**config.mk**
```make
export PLATFORM = sky130hd
export DESIGN_NAME = pcie_endpoint_driver
export DESIGN_NICKNAME = d
export VERILOG_FILES = /design/src/verilog/pcie_dma_pkg.sv /design/src/verilog/rx_page_regs.sv /design/src/verilog/rx_tlp_trigger.sv /design/src/verilog/rx_wr_tlp_engine.sv /design/src/verilog/rx_interrupt_gen.sv /design/src/verilog/pcie_endpoint_driver.sv
export SDC_FILE = /design/constraint.sdc
export NUM_CORES = 1
export LEC_CHECK = 0
export ABC_AREA = 1
export BUFFER_PORTS_ARGS = -buffer_cell sky130_fd_sc_hd__buf_4
export CORE_ASPECT_RATIO = 1.75
export CORE_MARGIN = 4
export CORE_UTILIZATION = 40
export CTS_BUF_LIST = sky130_fd_sc_hd__clkbuf_8
export CTS_CLUSTER_DIAMETER = 200
export DETAILED_ROUTE_END_ITERATION = 8
export PLACE_DENSITY_LB_ADDON = 0.12
export RECOVER_POWER = 50
export REMOVE_ABC_BUFFERS = 1
export SYNTH_ARGS = -nofsm -noshare
export SYNTH_HDL_FRONTEND = slang
export SYNTH_SLANG_ARGS = --single-unit
```
**constraint.sdc**
```tcl
create_clock -name trn_clk -period 4 [get_ports trn_clk]
set_input_delay 1.2 -clock trn_clk [delete_from_list [all_inputs] [get_ports trn_clk]]
set_output_delay 1.2 -clock trn_clk [all_outputs]
set_load 0.005 [all_outputs]
```
**src/verilog/pcie_dma_pkg.sv**
```systemverilog
/* Widths, TLP codes and FSM encodings shared by the receive DMA path.
   The packet-buffer ring is fixed at 512 quadwords; one host page only. */
package pcie_dma_pkg;

    // ------------------------------------------------------------------------
    // Widths
    // ------------------------------------------------------------------------
    localparam int QWORD_W      = 64;                // Buffer word and local link
    localparam int RX_BUF_AW    = 9;                 // 512 qwords in the ring
    localparam int CHUNK_QW_W   = 6;                 // Holds 0..32
    localparam int MAX_CHUNK_QW = 32;                // 256 B payload cap
    localparam int REG_OFS_W    = 4;                 // Low byte-address bits of BAR0

    // ------------------------------------------------------------------------
    // TLP fields
    // ------------------------------------------------------------------------
    localparam logic [7:0] TLP_MWR64_FMT_TYPE = 8'h60;   // 4DW MWr with data
    localparam logic [3:0] BE_ALL             = 4'hf;    // Whole DW enabled

    typedef enum logic [REG_OFS_W-1:0] {
        PAGE_ADDR_LO = 4'h0,                         // Page base [31:0]
        PAGE_ADDR_HI = 4'h4,                         // Page base [63:32]
        PAGE_ARM     = 4'h8,                         // Bit 0 arms, clears offset
        IRQ_ENABLE   = 4'hc                          // Bit 0 enables interrupts
    } reg_ofs_e;

    typedef enum logic [7:0] {
        MWR32_1DW = 8'h40                            // 3DW MWr from the host
    } rx_fmt_e;

    typedef enum logic [2:0] {
        ENG_IDLE,
        ENG_HDR,                                     // DW0/DW1 beat
        ENG_ADDR,                                    // 64-bit address beat
        ENG_DATA,
        ENG_ACK                                      // Wait for req to drop
    } eng_state_e;

    typedef enum logic [1:0] {
        TRIG_IDLE,
        TRIG_REQ,
        TRIG_WAIT_LOW                                // Ack must fall first
    } trig_state_e;

endpackage

```
**src/verilog/rx_page_regs.sv**
```systemverilog
/* Accepts only 2-beat 1-DW MWr32 on BAR0; other TLPs are dropped silently.
   The receive link is never back-pressured. */
`timescale 1ns/1ps

module rx_page_regs (
    input  logic                                trn_clk,
    input  logic                                rst,
    input  logic [pcie_dma_pkg::QWORD_W-1:0]    trn_rd,
    input  logic                                trn_rsof_n,
    input  logic                                trn_reof_n,
    input  logic                                trn_rsrc_rdy_n,
    input  logic [6:0]                          trn_rbar_hit_n,
    output logic                                trn_rdst_rdy_n,
    output logic [pcie_dma_pkg::QWORD_W-1:0]    page_base,
    output logic                                page_valid,
    output logic                                page_arm_pulse,
    output logic                                irq_enable
);

    logic [7:0]             hdr_fmt;            // fmt/type from DW0
    logic                   hdr_len_one;        // DW0 length is 1
    logic                   mid_tlp;            // Sof seen, eof not yet
    logic                   rx_beat;
    logic                   wr_hit;
    pcie_dma_pkg::reg_ofs_e reg_ofs;

    assign trn_rdst_rdy_n = 1'b0;               // Always listen
    assign rx_beat        = ~trn_rsrc_rdy_n;
    assign reg_ofs        = pcie_dma_pkg::reg_ofs_e'(trn_rd[32 +: pcie_dma_pkg::REG_OFS_W]);

    // Second beat of a register write to BAR0
    assign wr_hit = rx_beat && !trn_reof_n && trn_rsof_n && mid_tlp && hdr_len_one
                 && hdr_fmt == pcie_dma_pkg::MWR32_1DW && !trn_rbar_hit_n[0];

    always_ff @(posedge trn_clk) begin
        if (rst) begin
            hdr_fmt        <= '0;
            hdr_len_one    <= 1'b0;
            mid_tlp        <= 1'b0;
            page_base      <= '0;
            page_valid     <= 1'b0;
            page_arm_pulse <= 1'b0;
            irq_enable     <= 1'b0;
        end else begin
            page_arm_pulse <= 1'b0;
            if (rx_beat && !trn_rsof_n) begin
                hdr_fmt     <= trn_rd[63:56];
                hdr_len_one <= trn_rd[41:32] == 10'd1;
                mid_tlp     <= trn_reof_n;      // Single-beat TLPs end here
            end else if (rx_beat && !trn_reof_n) begin
                mid_tlp     <= 1'b0;
            end
            if (wr_hit) begin
                case (reg_ofs)
                    pcie_dma_pkg::PAGE_ADDR_LO: page_base[31:0]  <= trn_rd[31:0];
                    pcie_dma_pkg::PAGE_ADDR_HI: page_base[63:32] <= trn_rd[31:0];
                    pcie_dma_pkg::PAGE_ARM: begin
                        page_valid     <= trn_rd[0];
                        page_arm_pulse <= trn_rd[0];    // Engine restarts at the base
                    end
                    pcie_dma_pkg::IRQ_ENABLE:   irq_enable <= trn_rd[0];
                    default: ;                          // Unknown offset
                endcase
            end
        end
    end

endmodule

```
**src/verilog/rx_tlp_trigger.sv**
```systemverilog
/* One chunk in flight; chunk_qw holds from request until the ack is seen.
   Max payload codes above 256 B are clipped to MAX_CHUNK_QW. */
`timescale 1ns/1ps

module rx_tlp_trigger (
    input  logic                                    trn_clk,
    input  logic                                    rst,
    input  logic [15:0]                             cfg_dcommand,
    input  logic                                    page_valid,
    input  logic [pcie_dma_pkg::RX_BUF_AW:0]        commited_wr_addr,
    input  logic [pcie_dma_pkg::RX_BUF_AW:0]        commited_rd_addr,
    output logic                                    chunk_req,
    input  logic                                    chunk_ack,
    output logic [pcie_dma_pkg::CHUNK_QW_W-1:0]     chunk_qw
);

    pcie_dma_pkg::trig_state_e          state;
    logic [pcie_dma_pkg::RX_BUF_AW:0]   buffered_qw;    // Ring occupancy
    logic [11:0]                        mps_qw;         // Max payload in qwords
    logic [11:0]                        limit_qw;
    logic [11:0]                        next_qw;

    assign buffered_qw = commited_wr_addr - commited_rd_addr;   // Wraps with the extra bit
    assign mps_qw      = 12'd16 << cfg_dcommand[7:5];           // 128 B << field
    assign limit_qw    = (mps_qw < 12'(pcie_dma_pkg::MAX_CHUNK_QW)) ?
                         mps_qw : 12'(pcie_dma_pkg::MAX_CHUNK_QW);
    assign next_qw     = (12'(buffered_qw) < limit_qw) ? 12'(buffered_qw) : limit_qw;
    assign chunk_req   = state == pcie_dma_pkg::TRIG_REQ;

    always_ff @(posedge trn_clk) begin
        if (rst) begin
            state    <= pcie_dma_pkg::TRIG_IDLE;
            chunk_qw <= '0;
        end else begin
            case (state)
                pcie_dma_pkg::TRIG_IDLE:
                    if (page_valid && buffered_qw != '0 && !chunk_ack) begin
                        state    <= pcie_dma_pkg::TRIG_REQ;
                        chunk_qw <= next_qw[pcie_dma_pkg::CHUNK_QW_W-1:0];
                    end
                pcie_dma_pkg::TRIG_REQ:
                    if (chunk_ack) state <= pcie_dma_pkg::TRIG_WAIT_LOW;    // Drop req
                pcie_dma_pkg::TRIG_WAIT_LOW:
                    if (!chunk_ack) state <= pcie_dma_pkg::TRIG_IDLE;
                default: state <= pcie_dma_pkg::TRIG_IDLE;
            endcase
        end
    end

endmodule

```
**src/verilog/rx_wr_tlp_engine.sv**
```systemverilog
/* Buffer read latency must be exactly one cycle; data beats come straight
   from rx_rd_data. No page-overflow check: the host re-arms in time. */
`timescale 1ns/1ps

module rx_wr_tlp_engine (
    input  logic                                    trn_clk,
    input  logic                                    rst,
    output logic [pcie_dma_pkg::QWORD_W-1:0]        trn_td,
    output logic [7:0]                              trn_trem_n,
    output logic                                    trn_tsof_n,
    output logic                                    trn_teof_n,
    output logic                                    trn_tsrc_rdy_n,
    input  logic                                    trn_tdst_rdy_n,
    input  logic [7:0]                              cfg_bus_number,
    input  logic [4:0]                              cfg_device_number,
    input  logic [2:0]                              cfg_function_number,
    input  logic [pcie_dma_pkg::QWORD_W-1:0]        page_base,
    input  logic                                    page_arm_pulse,
    input  logic                                    chunk_req,
    input  logic [pcie_dma_pkg::CHUNK_QW_W-1:0]     chunk_qw,
    output logic                                    chunk_ack,
    output logic [pcie_dma_pkg::RX_BUF_AW:0]        commited_rd_addr,
    output logic [pcie_dma_pkg::RX_BUF_AW-1:0]      rx_rd_addr,
    input  logic [pcie_dma_pkg::QWORD_W-1:0]        rx_rd_data
);

    pcie_dma_pkg::eng_state_e               state;
    logic [pcie_dma_pkg::CHUNK_QW_W-1:0]    beats_left;     // Data beats still to go
    logic [pcie_dma_pkg::RX_BUF_AW-1:0]     rd_word;        // Word now on rx_rd_data
    logic [pcie_dma_pkg::QWORD_W-1:0]       page_ofs;       // Bytes already in the page
    logic [pcie_dma_pkg::QWORD_W-1:0]       hdr_qw;
    logic                                   beat_acc;
    logic                                   data_acc;

    assign beat_acc   = !trn_tsrc_rdy_n && !trn_tdst_rdy_n;
    assign data_acc   = beat_acc && state == pcie_dma_pkg::ENG_DATA;
    assign rx_rd_addr = data_acc ? rd_word + 1'b1 : rd_word;   // Fetch next on accept

    // DW0: fmt/type, length 2n DWs. DW1: requester id, tag 0, both BEs
    assign hdr_qw = {pcie_dma_pkg::TLP_MWR64_FMT_TYPE, 14'd0, 3'd0, chunk_qw, 1'b0,
                     cfg_bus_number, cfg_device_number, cfg_function_number,
                     8'd0, pcie_dma_pkg::BE_ALL, pcie_dma_pkg::BE_ALL};

    // ------------------------------------------------------------------------
    // Outbound beat, held by state under back-pressure
    // ------------------------------------------------------------------------
    assign trn_trem_n     = 8'h00;                          // Always full qwords
    assign trn_tsrc_rdy_n = !(state inside {pcie_dma_pkg::ENG_HDR, pcie_dma_pkg::ENG_ADDR,
                                            pcie_dma_pkg::ENG_DATA});
    assign trn_tsof_n     = state != pcie_dma_pkg::ENG_HDR;
    assign trn_teof_n     = !(state == pcie_dma_pkg::ENG_DATA && beats_left == 1'b1);

    always_comb begin
        case (state)
            pcie_dma_pkg::ENG_HDR:  trn_td = hdr_qw;
            pcie_dma_pkg::ENG_ADDR: trn_td = page_base + page_ofs;
            pcie_dma_pkg::ENG_DATA: trn_td = rx_rd_data;
            default:                trn_td = '0;
        endcase
    end

    // ------------------------------------------------------------------------
    // Chunk FSM and pointers
    // ------------------------------------------------------------------------
    always_ff @(posedge trn_clk) begin
        if (rst) begin
            state            <= pcie_dma_pkg::ENG_IDLE;
            beats_left       <= '0;
            rd_word          <= '0;
            page_ofs         <= '0;
            chunk_ack        <= 1'b0;
            commited_rd_addr <= '0;
        end else begin
            if (data_acc) rd_word <= rd_word + 1'b1;
            case (state)
                pcie_dma_pkg::ENG_IDLE:
                    if (chunk_req) begin
                        beats_left <= chunk_qw;
                        state      <= pcie_dma_pkg::ENG_HDR;
                    end
                pcie_dma_pkg::ENG_HDR:
                    if (beat_acc) state <= pcie_dma_pkg::ENG_ADDR;
                pcie_dma_pkg::ENG_ADDR:
                    if (beat_acc) state <= pcie_dma_pkg::ENG_DATA;
                pcie_dma_pkg::ENG_DATA:
                    if (beat_acc) begin
                        beats_left <= beats_left - 1'b1;
                        if (beats_left == 1'b1) begin       // Eof beat taken
                            state            <= pcie_dma_pkg::ENG_ACK;
                            chunk_ack        <= 1'b1;
                            commited_rd_addr <= commited_rd_addr + chunk_qw;
                            page_ofs         <= page_ofs + {chunk_qw, 3'b000};
                        end
                    end
                pcie_dma_pkg::ENG_ACK:
                    if (!chunk_req) begin
                        chunk_ack <= 1'b0;
                        state     <= pcie_dma_pkg::ENG_IDLE;
                    end
                default: state <= pcie_dma_pkg::ENG_IDLE;
            endcase
            if (page_arm_pulse) page_ofs <= '0;             // Re-arm wins over advance
        end
    end

endmodule

```
**src/verilog/rx_interrupt_gen.sv**
```systemverilog
/* Legacy INTx through the core handshake; chunks done while one is pending
   merge into it. Disabled interrupts are dropped, not held. */
`timescale 1ns/1ps

module rx_interrupt_gen (
    input  logic    trn_clk,
    input  logic    rst,
    input  logic    irq_enable,
    input  logic    chunk_ack,
    output logic    cfg_interrupt_n,
    input  logic    cfg_interrupt_rdy_n
);

    logic ack_d;                                // Last chunk_ack
    logic ack_rise;                             // One per finished chunk
    logic pending;

    assign ack_rise        = chunk_ack && !ack_d;
    assign cfg_interrupt_n = !pending;          // Held low until the core takes it

    always_ff @(posedge trn_clk) begin
        if (rst) begin
            ack_d   <= 1'b0;
            pending <= 1'b0;
        end else begin
            ack_d <= chunk_ack;
            if (pending && !cfg_interrupt_rdy_n) begin
                pending <= 1'b0;                // Core accepted it
            end else if (ack_rise && irq_enable) begin
                pending <= 1'b1;                // Merges when already set
            end
        end
    end

endmodule

```
**src/verilog/pcie_endpoint_driver.sv**
```systemverilog
/* Receive DMA path of the NIC endpoint: BAR0 registers, chunk trigger,
   MWr engine and interrupt. Sole driver of the transmit local link. */
`timescale 1ns/1ps

module pcie_endpoint_driver (
    input  logic                                    trn_clk,
    input  logic                                    rst,
    // Rx local link
    input  logic [pcie_dma_pkg::QWORD_W-1:0]        trn_rd,
    input  logic                                    trn_rsof_n,
    input  logic                                    trn_reof_n,
    input  logic                                    trn_rsrc_rdy_n,
    input  logic [6:0]                              trn_rbar_hit_n,
    output logic                                    trn_rdst_rdy_n,
    // Tx local link
    output logic [pcie_dma_pkg::QWORD_W-1:0]        trn_td,
    output logic [7:0]                              trn_trem_n,
    output logic                                    trn_tsof_n,
    output logic                                    trn_teof_n,
    output logic                                    trn_tsrc_rdy_n,
    input  logic                                    trn_tdst_rdy_n,
    // Config space
    input  logic [15:0]                             cfg_dcommand,
    input  logic [7:0]                              cfg_bus_number,
    input  logic [4:0]                              cfg_device_number,
    input  logic [2:0]                              cfg_function_number,
    output logic                                    cfg_interrupt_n,
    input  logic                                    cfg_interrupt_rdy_n,
    // Packet buffer
    input  logic [pcie_dma_pkg::RX_BUF_AW:0]        rx_commited_wr_addr,
    output logic [pcie_dma_pkg::RX_BUF_AW:0]        rx_commited_rd_addr,
    output logic [pcie_dma_pkg::RX_BUF_AW-1:0]      rx_rd_addr,
    input  logic [pcie_dma_pkg::QWORD_W-1:0]        rx_rd_data
);

    logic [pcie_dma_pkg::QWORD_W-1:0]       page_base;
    logic                                   page_valid;
    logic                                   page_arm_pulse;
    logic                                   irq_enable;
    logic                                   chunk_req;
    logic                                   chunk_ack;
    logic [pcie_dma_pkg::CHUNK_QW_W-1:0]    chunk_qw;

    rx_page_regs rx_page_regs_mod (
        .trn_clk(trn_clk),                              // I
        .rst(rst),                                      // I
        .trn_rd(trn_rd),                                // I [63:0]
        .trn_rsof_n(trn_rsof_n),                        // I
        .trn_reof_n(trn_reof_n),                        // I
        .trn_rsrc_rdy_n(trn_rsrc_rdy_n),                // I
        .trn_rbar_hit_n(trn_rbar_hit_n),                // I [6:0]
        .trn_rdst_rdy_n(trn_rdst_rdy_n),                // O
        .page_base(page_base),                          // O [63:0]
        .page_valid(page_valid),                        // O
        .page_arm_pulse(page_arm_pulse),                // O
        .irq_enable(irq_enable)                         // O
    );

    rx_tlp_trigger rx_tlp_trigger_mod (
        .trn_clk(trn_clk),                              // I
        .rst(rst),                                      // I
        .cfg_dcommand(cfg_dcommand),                    // I [15:0]
        .page_valid(page_valid),                        // I
        .commited_wr_addr(rx_commited_wr_addr),         // I [9:0]
        .commited_rd_addr(rx_commited_rd_addr),         // I [9:0]
        .chunk_req(chunk_req),                          // O
        .chunk_ack(chunk_ack),                          // I
        .chunk_qw(chunk_qw)                             // O [5:0]
    );

    rx_wr_tlp_engine rx_wr_tlp_engine_mod (
        .trn_clk(trn_clk),                              // I
        .rst(rst),                                      // I
        .trn_td(trn_td),                                // O [63:0]
        .trn_trem_n(trn_trem_n),                        // O [7:0]
        .trn_tsof_n(trn_tsof_n),                        // O
        .trn_teof_n(trn_teof_n),                        // O
        .trn_tsrc_rdy_n(trn_tsrc_rdy_n),                // O
        .trn_tdst_rdy_n(trn_tdst_rdy_n),                // I
        .cfg_bus_number(cfg_bus_number),                // I [7:0]
        .cfg_device_number(cfg_device_number),          // I [4:0]
        .cfg_function_number(cfg_function_number),      // I [2:0]
        .page_base(page_base),                          // I [63:0]
        .page_arm_pulse(page_arm_pulse),                // I
        .chunk_req(chunk_req),                          // I
        .chunk_qw(chunk_qw),                            // I [5:0]
        .chunk_ack(chunk_ack),                          // O
        .commited_rd_addr(rx_commited_rd_addr),         // O [9:0]
        .rx_rd_addr(rx_rd_addr),                        // O [8:0]
        .rx_rd_data(rx_rd_data)                         // I [63:0]
    );

    rx_interrupt_gen rx_interrupt_gen_mod (
        .trn_clk(trn_clk),                              // I
        .rst(rst),                                      // I
        .irq_enable(irq_enable),                        // I
        .chunk_ack(chunk_ack),                          // I
        .cfg_interrupt_n(cfg_interrupt_n),              // O
        .cfg_interrupt_rdy_n(cfg_interrupt_rdy_n)       // I
    );

endmodule

```
After elaboration in Yosys (flattened, before gate mapping)
Index checks and enable logic that the tools add are counted.

Flip-flop bits (word level): 180. Input bits: 184. Output and inout port bits: 96. Logic and storage cells: 122.

Add/sub/neg operators: 6. $lt $le $gt $ge: 2. Equality and inequality tests: 22. Shift operators: 1. Multiplexer cells: 24. Bitwise logic cells: 3. Reduce and logical (&&, ||, !) cells: 46.

Operators by type and width (number): case mux 64 bit (3 select lines) (1); adder 64 bit (1); adder 64 x 9 -> 64 bit (1); 2-to-1 mux 3 bit (6); 2-to-1 mux 6 bit (3); logical AND 1 bit (15); case mux 3 bit (5 select lines) (1); < comparator 10 x 12 -> 1 bit (1); < comparator 12 x 6 -> 1 bit, second input constant (1); 2-to-1 mux 12 bit (1); case mux 6 bit (2 select lines) (1); left shift 5 x 3 -> 12 bit, first input constant (1); adder 10 x 6 -> 10 bit (1); == test 10 x 1 -> 1 bit, second input constant (1); logical NOT 1 bit (10); != test 2 x 1 -> 1 bit, second input constant (5); AND reduction 2 bit (5); nonzero test 10 bit (1); subtractor 10 bit (1); adder 9 x 1 -> 9 bit, second input constant (1); 2-to-1 mux 9 bit (1); AND reduction 3 bit (3); == test 4 bit, second input constant (2); == test 8 x 7 -> 1 bit, second input constant (1); other kinds (24) (39).

Longest topological paths before layout
Gate-level depths: netlist (run 1).

Word-level depth: 9. Mapped depth: 21. Gate-level depth less buffers: 21.

Cells and area by module
Synthesis (run 1) repeated with hierarchy kept, for this count alone.

Cell total of the unflattened synthesis: 3104. Area total of the unflattened synthesis: 17000.1 um^2.

By module, submodules not included: rx_wr_tlp_engine (instances 1, cells each 2294, area each 11932.7 um^2, sequential area each 1801.7 um^2); rx_page_regs (instances 1, cells each 609, area each 3885.0 um^2, sequential area each 1541.5 um^2); rx_tlp_trigger (instances 1, cells each 189, area each 1098.6 um^2, sequential area each 160.2 um^2); rx_interrupt_gen (instances 1, cells each 12, area each 83.8 um^2, sequential area each 40.0 um^2).

Worst setup path after synthesis (run 1)
OpenSTA, ideal clock, no wires.

Kind: reg2out. From: register rx_wr_tlp_engine_mod.page_ofs[3] in the netlist's numbering. To: output trn_td[49] in the netlist's numbering. Arrival time: 2.146 ns. Data required time: 2.800 ns. Path slack: 0.654 ns. Stages on the path, launching flop included: 16. Buffers on the path: 0. Path through: dfxtp_1 > ha_1 > inv_1 > fa_1 > inv_1 > nand2_1 > o21ai_0 > nand2_1 > nand2_1 > inv_1 > o21ai_0 > nand2_1 > nand3_1 > nand2_1 > nand3_1 > nand2_1.

Word-level cells in the longest chain between the ends: 2.

Ends and longest elaborated chain: start: declaration (RTL line rx_wr_tlp_engine.sv:30) `logic [pcie_dma_pkg::QWORD_W-1:0] page_ofs;`; start signal: assignment (RTL line rx_wr_tlp_engine.sv:92) `page_ofs <= page_ofs + {chunk_qw, 3'b000};`; adder 64 bit (RTL line rx_wr_tlp_engine.sv:56) `pcie_dma_pkg::ENG_ADDR: trn_td = page_base + page_ofs;`; case mux 64 bit (3 select lines) (RTL line rx_wr_tlp_engine.sv:54) `case (state)`; end: declaration (RTL line pcie_endpoint_driver.sv:16) `output logic [pcie_dma_pkg::QWORD_W-1:0] trn_td,`.

Every way passes these cells.

Final worst setup path (run 1)
From: register rx_wr_tlp_engine_mod.page_ofs[3] in the netlist's numbering. To: output trn_td[39] in the netlist's numbering.

Same word-level chain as after synthesis.

==> summary.md, run 1 <==
| Metric | Value |
|---|---|
| HPWL Detailed | `around 55000 um` |
| Most frequent cells in the layout | `nand2_1 (691), inv_1 (398), buf_4 (282)` |
| Sequential fraction of the synthesis area | `a little under a quarter` |
| CTS Sinks | `177` |
| Critical path origin | `rx_wr_tlp_engine_mod.page_ofs[3]` |
| Worst-path maximum fanout | `4` |
| Worst Setup Path Type | `reg2out` |
| Clock power frac | `33.6%` |
| Wirelength, routed | `roughly 67000 um` |
| Commonest non-fill, non-tap cell in the layout | `nand2_1` |
| CTS tree | `yes` |
| Post-synthesis area per instance | `about 5.8 um^2` |
| Antenna Nets Post-Route | `0` |
| Maximum vdd drop | `287 uV` |
| CP arrival | `approximately 2.8 ns` |
| Startpoint Class | `flop` |
| Final Util | `just over 50%` |
| Wire length of the first global-routing pass | `97700 um` |
| Fin nets | `~3200` |
| Die X | `156 um` |
| Final Total Pwr | `approximately 0.0041 W` |
| Worst-skew pair later-pin latency | `0.51 ns` |
| Number of synthesized register bits | `177` |
| Cell Pwr Density | `210 mW/mm^2` |
| FF-to-FF End | `rx_wr_tlp_engine_mod.page_ofs[42]` |
| Internal | `0.00271 W` |
| GRT Total Usage | `slightly above 30%` |
| Reg power frac | `approximately 44%` |
| Worst Tran Pin Value | `between 1.5 and 2 ns` |
| Clock Path Buffers | `2` |
| GRT Residual Overflow | `0` |
| Gp weighted congestion | `about 1.0` |
| Leak | `8.85 nW` |
| Top post-synthesis cells by area | `dfxtp_1 (23%), nand2_1 (18%), inv_1 (9.7%)` |
| CP required | `between 2 and 3 ns` |
| Post-Syn Instances | `around 2600` |
| Starting Density | `40.6%` |
| I/O pins | `280` |
| Synth unique cells | `between 50 and 60` |
| Max Cap Viol | `2` |
| Clk slew on worst S/H paths | `between 0.1 and 0.15 ns` |
| Min-delay worst type | `reg2reg` |
| Vias/cell | `roughly 5.3` |
| Combinational power share | `between 20% and 30%` |
| Switching component of the power | `approximately 0.0014 W` |
| Initial antenna violation count | `0` |
| Synth warnings | `0` |
| Core Area | `~0.038 mm^2` |
| Fmax | `249 MHz` |
| Worst hold margin | `between 0.4 and 0.5 ns` |
| Switching Share | `about a third` |
| Largest net degree at the start of global routing | `between 60 and 70` |
| Post-synth EDFFs | `0` |
| Wirelength per Cell | `between 15 and 20 um` |
| Minimum setup slack in the final design | `-0.0219 ns` |
| Vias in the first global route | `17200` |
| Root Driver | `clkbuf_8` |
| Slew Viols, Final | `97` |
| Placed Area | `between 0.015 and 0.02 mm^2` |
| Area Overhead vs Synth | `26.9%` |
| Fill count | `4048` |
| Share of cells above drive strength 1 | `21.3%` |
| Ys async rst share | `0%` |
| Leading area contributor after synthesis | `dfxtp_1` |
| Design area | `approximately 0.02 mm^2` |
| Origin of the critical flop-to-flop path | `rx_wr_tlp_engine_mod.state[0]` |
| Critical Path Sink Type | `output port` |
| Violated checks | `max-capacitance violations, max-slew violations, negative setup slack` |
| Die ar. | `roughly 0.042 mm^2` |
| # setup viols final | `4` |
| Site Rows | `94` |
| DRC | `0` |
| Number of CTS-inserted buffers | `17` |
| Worst Setup EP | `trn_td[39]` |
| Flop2flop setup slack | `about 0.11 ns` |
| Drt first pass iters | `6` |
| WHS Path Cells | `2` |
| Synth Flop Type | `dfxtp_1` |
| Die H | `~270 um` |
| Initial drt markers | `between 1000 and 1500` |
| Mapped Area | `between 0.015 and 0.02 mm^2` |
| H-tree level count | `4` |
| RSZ-0062 raised after global routing | `yes` |
| Yosys top cell area share | `between 20% and 30%` |
| Slew HR | `-9.97%` |
| Worst clock skew | `slightly below 0.02 ns` |
| Period minus WS final | `slightly above 4 ns` |
| Period utilization | `101%` |
| Final hold vios | `0` |
| Placement Setup Slack | `0.0517 ns` |
| Status | `finished, violations left` |
| Port buffer count | `~240` |
| FF-to-FF path depth | `13` |
| Vias | `about 18000` |
[repair_timing]
action | in CTS | in global routing
endpoints found under the setup margin | 51 | 48
endpoints found under the hold margin | 0 | 0
pin swaps | 10 | 17
hold buffers | 0 | 0
buffers inserted | 8 | 6
resized for setup | 141 | 178
[cells in the mapped netlist, types with 3 or more instances]
| cell type | n |
|---|---|
| nand2_1 | 726 |
| inv_1 | 397 |
| nor2_1 | 288 |
| a21oi_1 | 231 |
| o21ai_0 | 192 |
| nand3_1 | 181 |
| dfxtp_1 | 177 |
| ha_1 | 90 |
| nor3_1 | 52 |
| clkbuf_1 | 48 |
| xor2_1 | 35 |
| nand4_1 | 28 |
| nand3b_1 | 20 |
| or2_2 | 17 |
| xnor2_1 | 15 |
| a22oi_1 | 10 |
| buf_4 | 9 |
| o21a_1 | 9 |
| nor4_1 | 8 |
| o21bai_1 | 7 |
| inv_2 | 6 |
| nor2_2 | 6 |
| a21o_1 | 5 |
| and3_1 | 5 |
| a211oi_1 | 4 |
| a31oi_1 | 4 |
| and2_1 | 4 |
| fa_1 | 4 |
| nand4_2 | 4 |
| buf_2 | 3 |
| nand2_2 | 3 |
| o21ai_1 | 3 |
[layout make-up]
type	count	area [um^2]	share of cell area, %
Sequential cell	177	3620	18.6
Multi-Input combinational cell	1990	11000	56.4
Tap cell	480	601	3.09
Antenna cell	1	2.50	0.0129
Inverter	404	1520	7.80
Clock inverter	15	218	1.12
Clock buffer	17	234	1.20
Timing Repair Buffer	305	2280	11.7
[flip-flops by register name (all words and copies together) (netlist names)]
register and cells:
rx_page_regs_mod.mid_tlp 1, rx_wr_tlp_engine_mod.rd_word 9, rx_interrupt_gen_mod.ack_d 1, rx_wr_tlp_engine_mod.beats_left 6, rx_page_regs_mod.hdr_fmt 8, rx_wr_tlp_engine_mod.page_ofs 61
rx_tlp_trigger_mod.chunk_qw 6, rx_interrupt_gen_mod.pending 1, rx_page_regs_mod.page_base 64, rx_page_regs_mod.page_arm_pulse 1, rx_wr_tlp_engine_mod.commited_rd_addr 10, rx_page_regs_mod.page_valid 1
rx_page_regs_mod.irq_enable 1, rx_wr_tlp_engine_mod.chunk_ack 1, rx_page_regs_mod.hdr_len_one 1, rx_tlp_trigger_mod.state 2, rx_wr_tlp_engine_mod.state 3
[worst min-delay path by stage]
| stage | startpoint | end | slack (ns) |
|---|---|---|---|
| finish | rx_page_regs_mod.page_base[0] | rx_page_regs_mod.page_base[0] | 0.46 |
| CTS | rx_page_regs_mod.page_base[17] | rx_page_regs_mod.page_base[17] | 0.46 |
| global route | rx_page_regs_mod.page_base[57] | rx_page_regs_mod.page_base[57] | 0.48 |
| floorplan | rx_page_regs_mod.page_base[0] | rx_page_regs_mod.page_base[0] | 0.43 |
| detailed placement | rx_page_regs_mod.page_base[50] | rx_page_regs_mod.page_base[50] | 0.44 |
| global placement | rx_page_regs_mod.page_base[1] | rx_page_regs_mod.page_base[1] | 0.44 |
[metal layers]
| layer | vias up | track usage (%) | part of all wire (%) |
|---|---|---|---|
| met5 | - | 0 | 0 |
| met4 | 0 | 22.1 | 8.5 |
| met3 | 189 | 3.67 | 4.2 |
| met2 | 558 | 57.4 | 52 |
| met1 | 8219 | 31.2 | 35 |
| li1 | 8967 | - | - |
[per-stage QoR]
step | TNS, ns | instances
after floorplan | -2.42 | 2571
after global placement | 0 | 3342
after detailed placement | 0 | 3342
after CTS | -0.0770 | 3382
after global routing | -1.93 | 3388
final | -0.0640 | 3389
[worst max-delay path: stages (launching register included)]
cell and delay, ns:
dfxtp_2 0.38, ha_4 0.17, inv_2 0.05, fa_2 0.35, inv_2 0.08, nand2_2 0.06
o21ai_2 0.12, buf_4 0.14, nand3_2 0.05, nand3b_1 0.24, nand2_1 0.11, nand2_2 0.14
nand2_2 0.07, nand3_1 0.07, nand2_1 0.06, o21ai_1 0.14, buf_4 0.12
[cells by family after synthesis]
group | Yosys count | synth area share, %
adders and majority gates | 94 | 7.87
xor gates and xnor gates | 51 | 2.96
other | 2 | 0.0490
buffers and inverters | 466 | 11.7
AOI/OAI and AO/OA | 473 | 16.2
and+or+nand+nor | 1359 | 38.1
DFF | 177 | 23.1
[power by group through the flow]
stage / Clock [W] / Combinational (W) / Sequential, W
after floorplan: 0 / 0.000402 / 0.00185
after global placement: 0 / 0.000891 / 0.00185
after detailed placement: 0 / 0.000908 / 0.00185
after CTS: 0.00140 / 0.000915 / 0.00181
after global routing: 0.00147 / 0.000991 / 0.00181
final: 0.00137 / 0.000906 / 0.00181
Note: power is estimated with default switching activity, not from simulation.
==> run 2: changes to the inputs <==
==> constraint.sdc (replaced) <==
create_clock -name trn_clk -period 4 [get_ports trn_clk]
set_input_delay 0.2 -clock trn_clk [delete_from_list [all_inputs] [get_ports trn_clk]]
set_output_delay 0.2 -clock trn_clk [all_outputs]
set_load 0.005 [all_outputs]
==> summary.md, run 2 (synthesized netlist as in run 1, its figures left out) <==
| Metric | Value |
|---|---|
| Sum of buffers and inverters on the critical path | `5 (+1)` |
| I/O pins | `280 (unchanged)` |
| Fmax | `265 MHz (+6.6%)` |
| CP required | `3.80 ns (+1.00 ns)` |
| Leak | `8.71 nW (-1.6%)` |
| Antenna Nets Post-Route | `0 (unchanged)` |
| Most common cell on crit path | `nand2_1` |
| CP peak stage delay | `0.46 ns (+0.08 ns)` |
| Max Cap Viol | `2 (unchanged)` |
| DRC | `0 (unchanged)` |
| Slowest stage cell, crit path | `o21ai_0` |
| HPWL Detailed | `54600 um (-1.3%)` |
| Wirelength per Cell | `19.2 um (-2.4%)` |
| GR Util met2 | `58.3% (+0.92 points)` |
| Switching component of the power | `0.00132 W (-4.0%)` |
| Gr busiest metal | `met2` |
| Reg power frac | `44.8% (+0.5 points)` |
| Die ar. | `0.0416 mm^2 (unchanged)` |
| Fin nets | `3162 (-0.35%)` |
| Worst hold margin | `0.0363 ns (-0.423 ns)` |
| Worst Setup Path Type | `reg2out` |
| Slew HR | `-12.3% (-2.3 points)` |
| GRT Residual Overflow | `0 (unchanged)` |
| Status | `finished, violations left` |
| Die H | `267 um (unchanged)` |
| Largest register FFs | `64 (unchanged)` |
| Number of setup buffers added after CTS | `0 (-8)` |
| Slew Viols, Final | `101 (+4.1%)` |
| Initial drt markers | `1005 (-12%)` |
| Switching Share | `32.7% (-0.96 points)` |
| Critical Path Sink Type | `output port` |
| Startpoint Class | `flop` |
| Root Driver | `clkbuf_8` |
| GRT Total Usage | `30.7% (-0.20 points)` |
| CP arrival | `3.57 ns (+0.75 ns)` |
| Worst-skew pair later-pin latency | `0.51 ns (about the same)` |
| Top Registers | `rx_page_regs_mod.page_base (64), rx_wr_tlp_engine_mod.page_ofs (61), rx_wr_tlp_engine_mod.commited_rd_addr (10)` |
| # setup viols final | `0 (-4)` |
| Die X | `156 um (unchanged)` |
| Vias/cell | `5.25 (-0.80%)` |
| Most frequent cells in the layout | `nand2_1 (728), inv_1 (399), nor2_1 (291)` |
| CTS Sinks | `177 (unchanged)` |
| Final hold vios | `0 (unchanged)` |
| RSZ-0062 raised after global routing | `no` |
| Number of CTS-inserted buffers | `17 (unchanged)` |
| Post-cts resize count | `0 (-100%)` |
| Share of cells above drive strength 1 | `11.0% (-10 points)` |
| Period minus WS final | `3.77 ns (-0.248 ns)` |
| Fill count | `4142 (+2.3%)` |
| Cell Pwr Density | `220 mW/mm^2 (+4.8%)` |
| Internal | `0.00272 W (+0.26%)` |
| Worst Tran Pin Value | `1.68 ns (+0.0347 ns)` |
| Clock power frac | `32.6% (-1.0 points)` |
| Maximum vdd drop | `352 uV (+23%)` |
| CTS Hold Bufs | `40 (+40)` |
| Setup TNS | `0 ns (+0.0640 ns)` |
| CP delay by family, top | `simple AND/OR/NAND/NOR gates` |
| Combinational power share | `22.6% (+0.4 points)` |
| Initial antenna violation count | `0 (unchanged)` |
| Met3 Use GR | `2.60% (-1.1 points)` |
| Wirelength, routed | `65000 um (-2.7%)` |
| Vias in the first global route | `17200 (+0.17%)` |
| Core Area | `0.0378 mm^2 (unchanged)` |
| H-tree level count | `4 (unchanged)` |
| Port buffer count | `237 (unchanged)` |
| Worst clock skew | `0.0201 ns (+0.000661 ns)` |
| Period utilization | `94.3% (-6.2 points)` |
| Clk slew on worst S/H paths | `0.10 ns (about the same)` |
| Violated checks | `max-capacitance violations, max-slew violations` |
| Area Overhead vs Synth | `19.7%` |
| Site Rows | `94 (unchanged)` |
| Vias | `17700 (-1.1%)` |
| Min-delay worst type | `in2reg` |
| Drt first pass iters | `5 (-1)` |
| Worst-path maximum fanout | `5 (+1)` |
| Met1 usage | `31.1% (-0.069 points)` |
| Clock Path Buffers | `2 (unchanged)` |
| CTS tree | `yes` |
| Largest net degree at the start of global routing | `65 (unchanged)` |
| Largest Register | `rx_page_regs_mod.page_base` |
| Worst path cell trace | `ha_1 -> inv_1 -> fa_1 -> inv_1 -> nand2_1 -> o21ai_0 -> buf_4 -> nand2_1 -> nand2_1 -> inv_1 -> o21ai_0 -> nand2_1 -> nand3_1 -> nand2_1 -> nand3_1 -> nand2_1 -> buf_4` |
| Starting Density | `40.6% (unchanged)` |
| Gp weighted congestion | `0.986 (-3.9%)` |
| Commonest non-fill, non-tap cell in the layout | `nand2_1` |
| Wire length of the first global-routing pass | `97400 um (-0.27%)` |
==> run 2: area by class of cell <==
cell class | instances | area (um^2) | area share [%]
multi-input combinational | 1990 | 9980 | 54.4
sequential | 177 | 3540 | 19.3
timing repair buffer | 294 | 2280 | 12.4
inverter | 404 | 1520 | 8.27
tap | 480 | 601 | 3.27
clock buffer | 17 | 234 | 1.28
clock inverter | 15 | 176 | 0.962
antenna | 1 | 2.50 | 0.0136
==> run 2: worst min-delay path, delay by kind of cell <==
kind,cells,cell delay [ns]
buffers and inverters,1,0.12
AOI/OAI and AO/OA,2,0.18
==> run 2: power groups by stage <==
stage | registers, W | clock network [W] | logic [W]
final | 0.00181 | 0.00132 | 0.000911
after global routing | 0.00182 | 0.00142 | 0.00101
after CTS | 0.00181 | 0.00135 | 0.000925
after detailed placement | 0.00185 | 0 | 0.000890
after global placement | 0.00185 | 0 | 0.000880
after floorplan | 0.00185 | 0 | 0.000402
==> run 2: layer usage <==
metal  routed length, um  share of wire, %
met5                   0                 0
met2               34100                52
met1               23200                36
met3                2370               3.6
met4                5320               8.2
==> run 2: final timing paths <==
check	end	cells past startpoint	startpoint	slack (ns)
worst max register to register	rx_wr_tlp_engine_mod.page_ofs[46]	11	rx_wr_tlp_engine_mod.state[0]	0.45
worst min register to register	rx_page_regs_mod.page_base[12]	2	rx_page_regs_mod.page_base[12]	0.46
worst max-delay path	trn_td[49]	17	rx_wr_tlp_engine_mod.page_ofs[3]	0.23
worst min-delay path	rx_page_regs_mod.page_base[49]	3	trn_rd[17]	0.04
==> run 2: metrics by stage <==
stage                     area [um^2]  setup WS (ns)  utilization [%]  power, W  cells
after global placement          17600          0.879             46.7   0.00273   3305
after global routing            18300        0.00522             48.6   0.00424   3377
after detailed placement        17600          0.809             46.7   0.00274   3305
final                           18300          0.226             48.6   0.00404   3378
after floorplan                 15100          0.750                -   0.00225   2571
after CTS                       18400          0.225             48.8   0.00409   3377
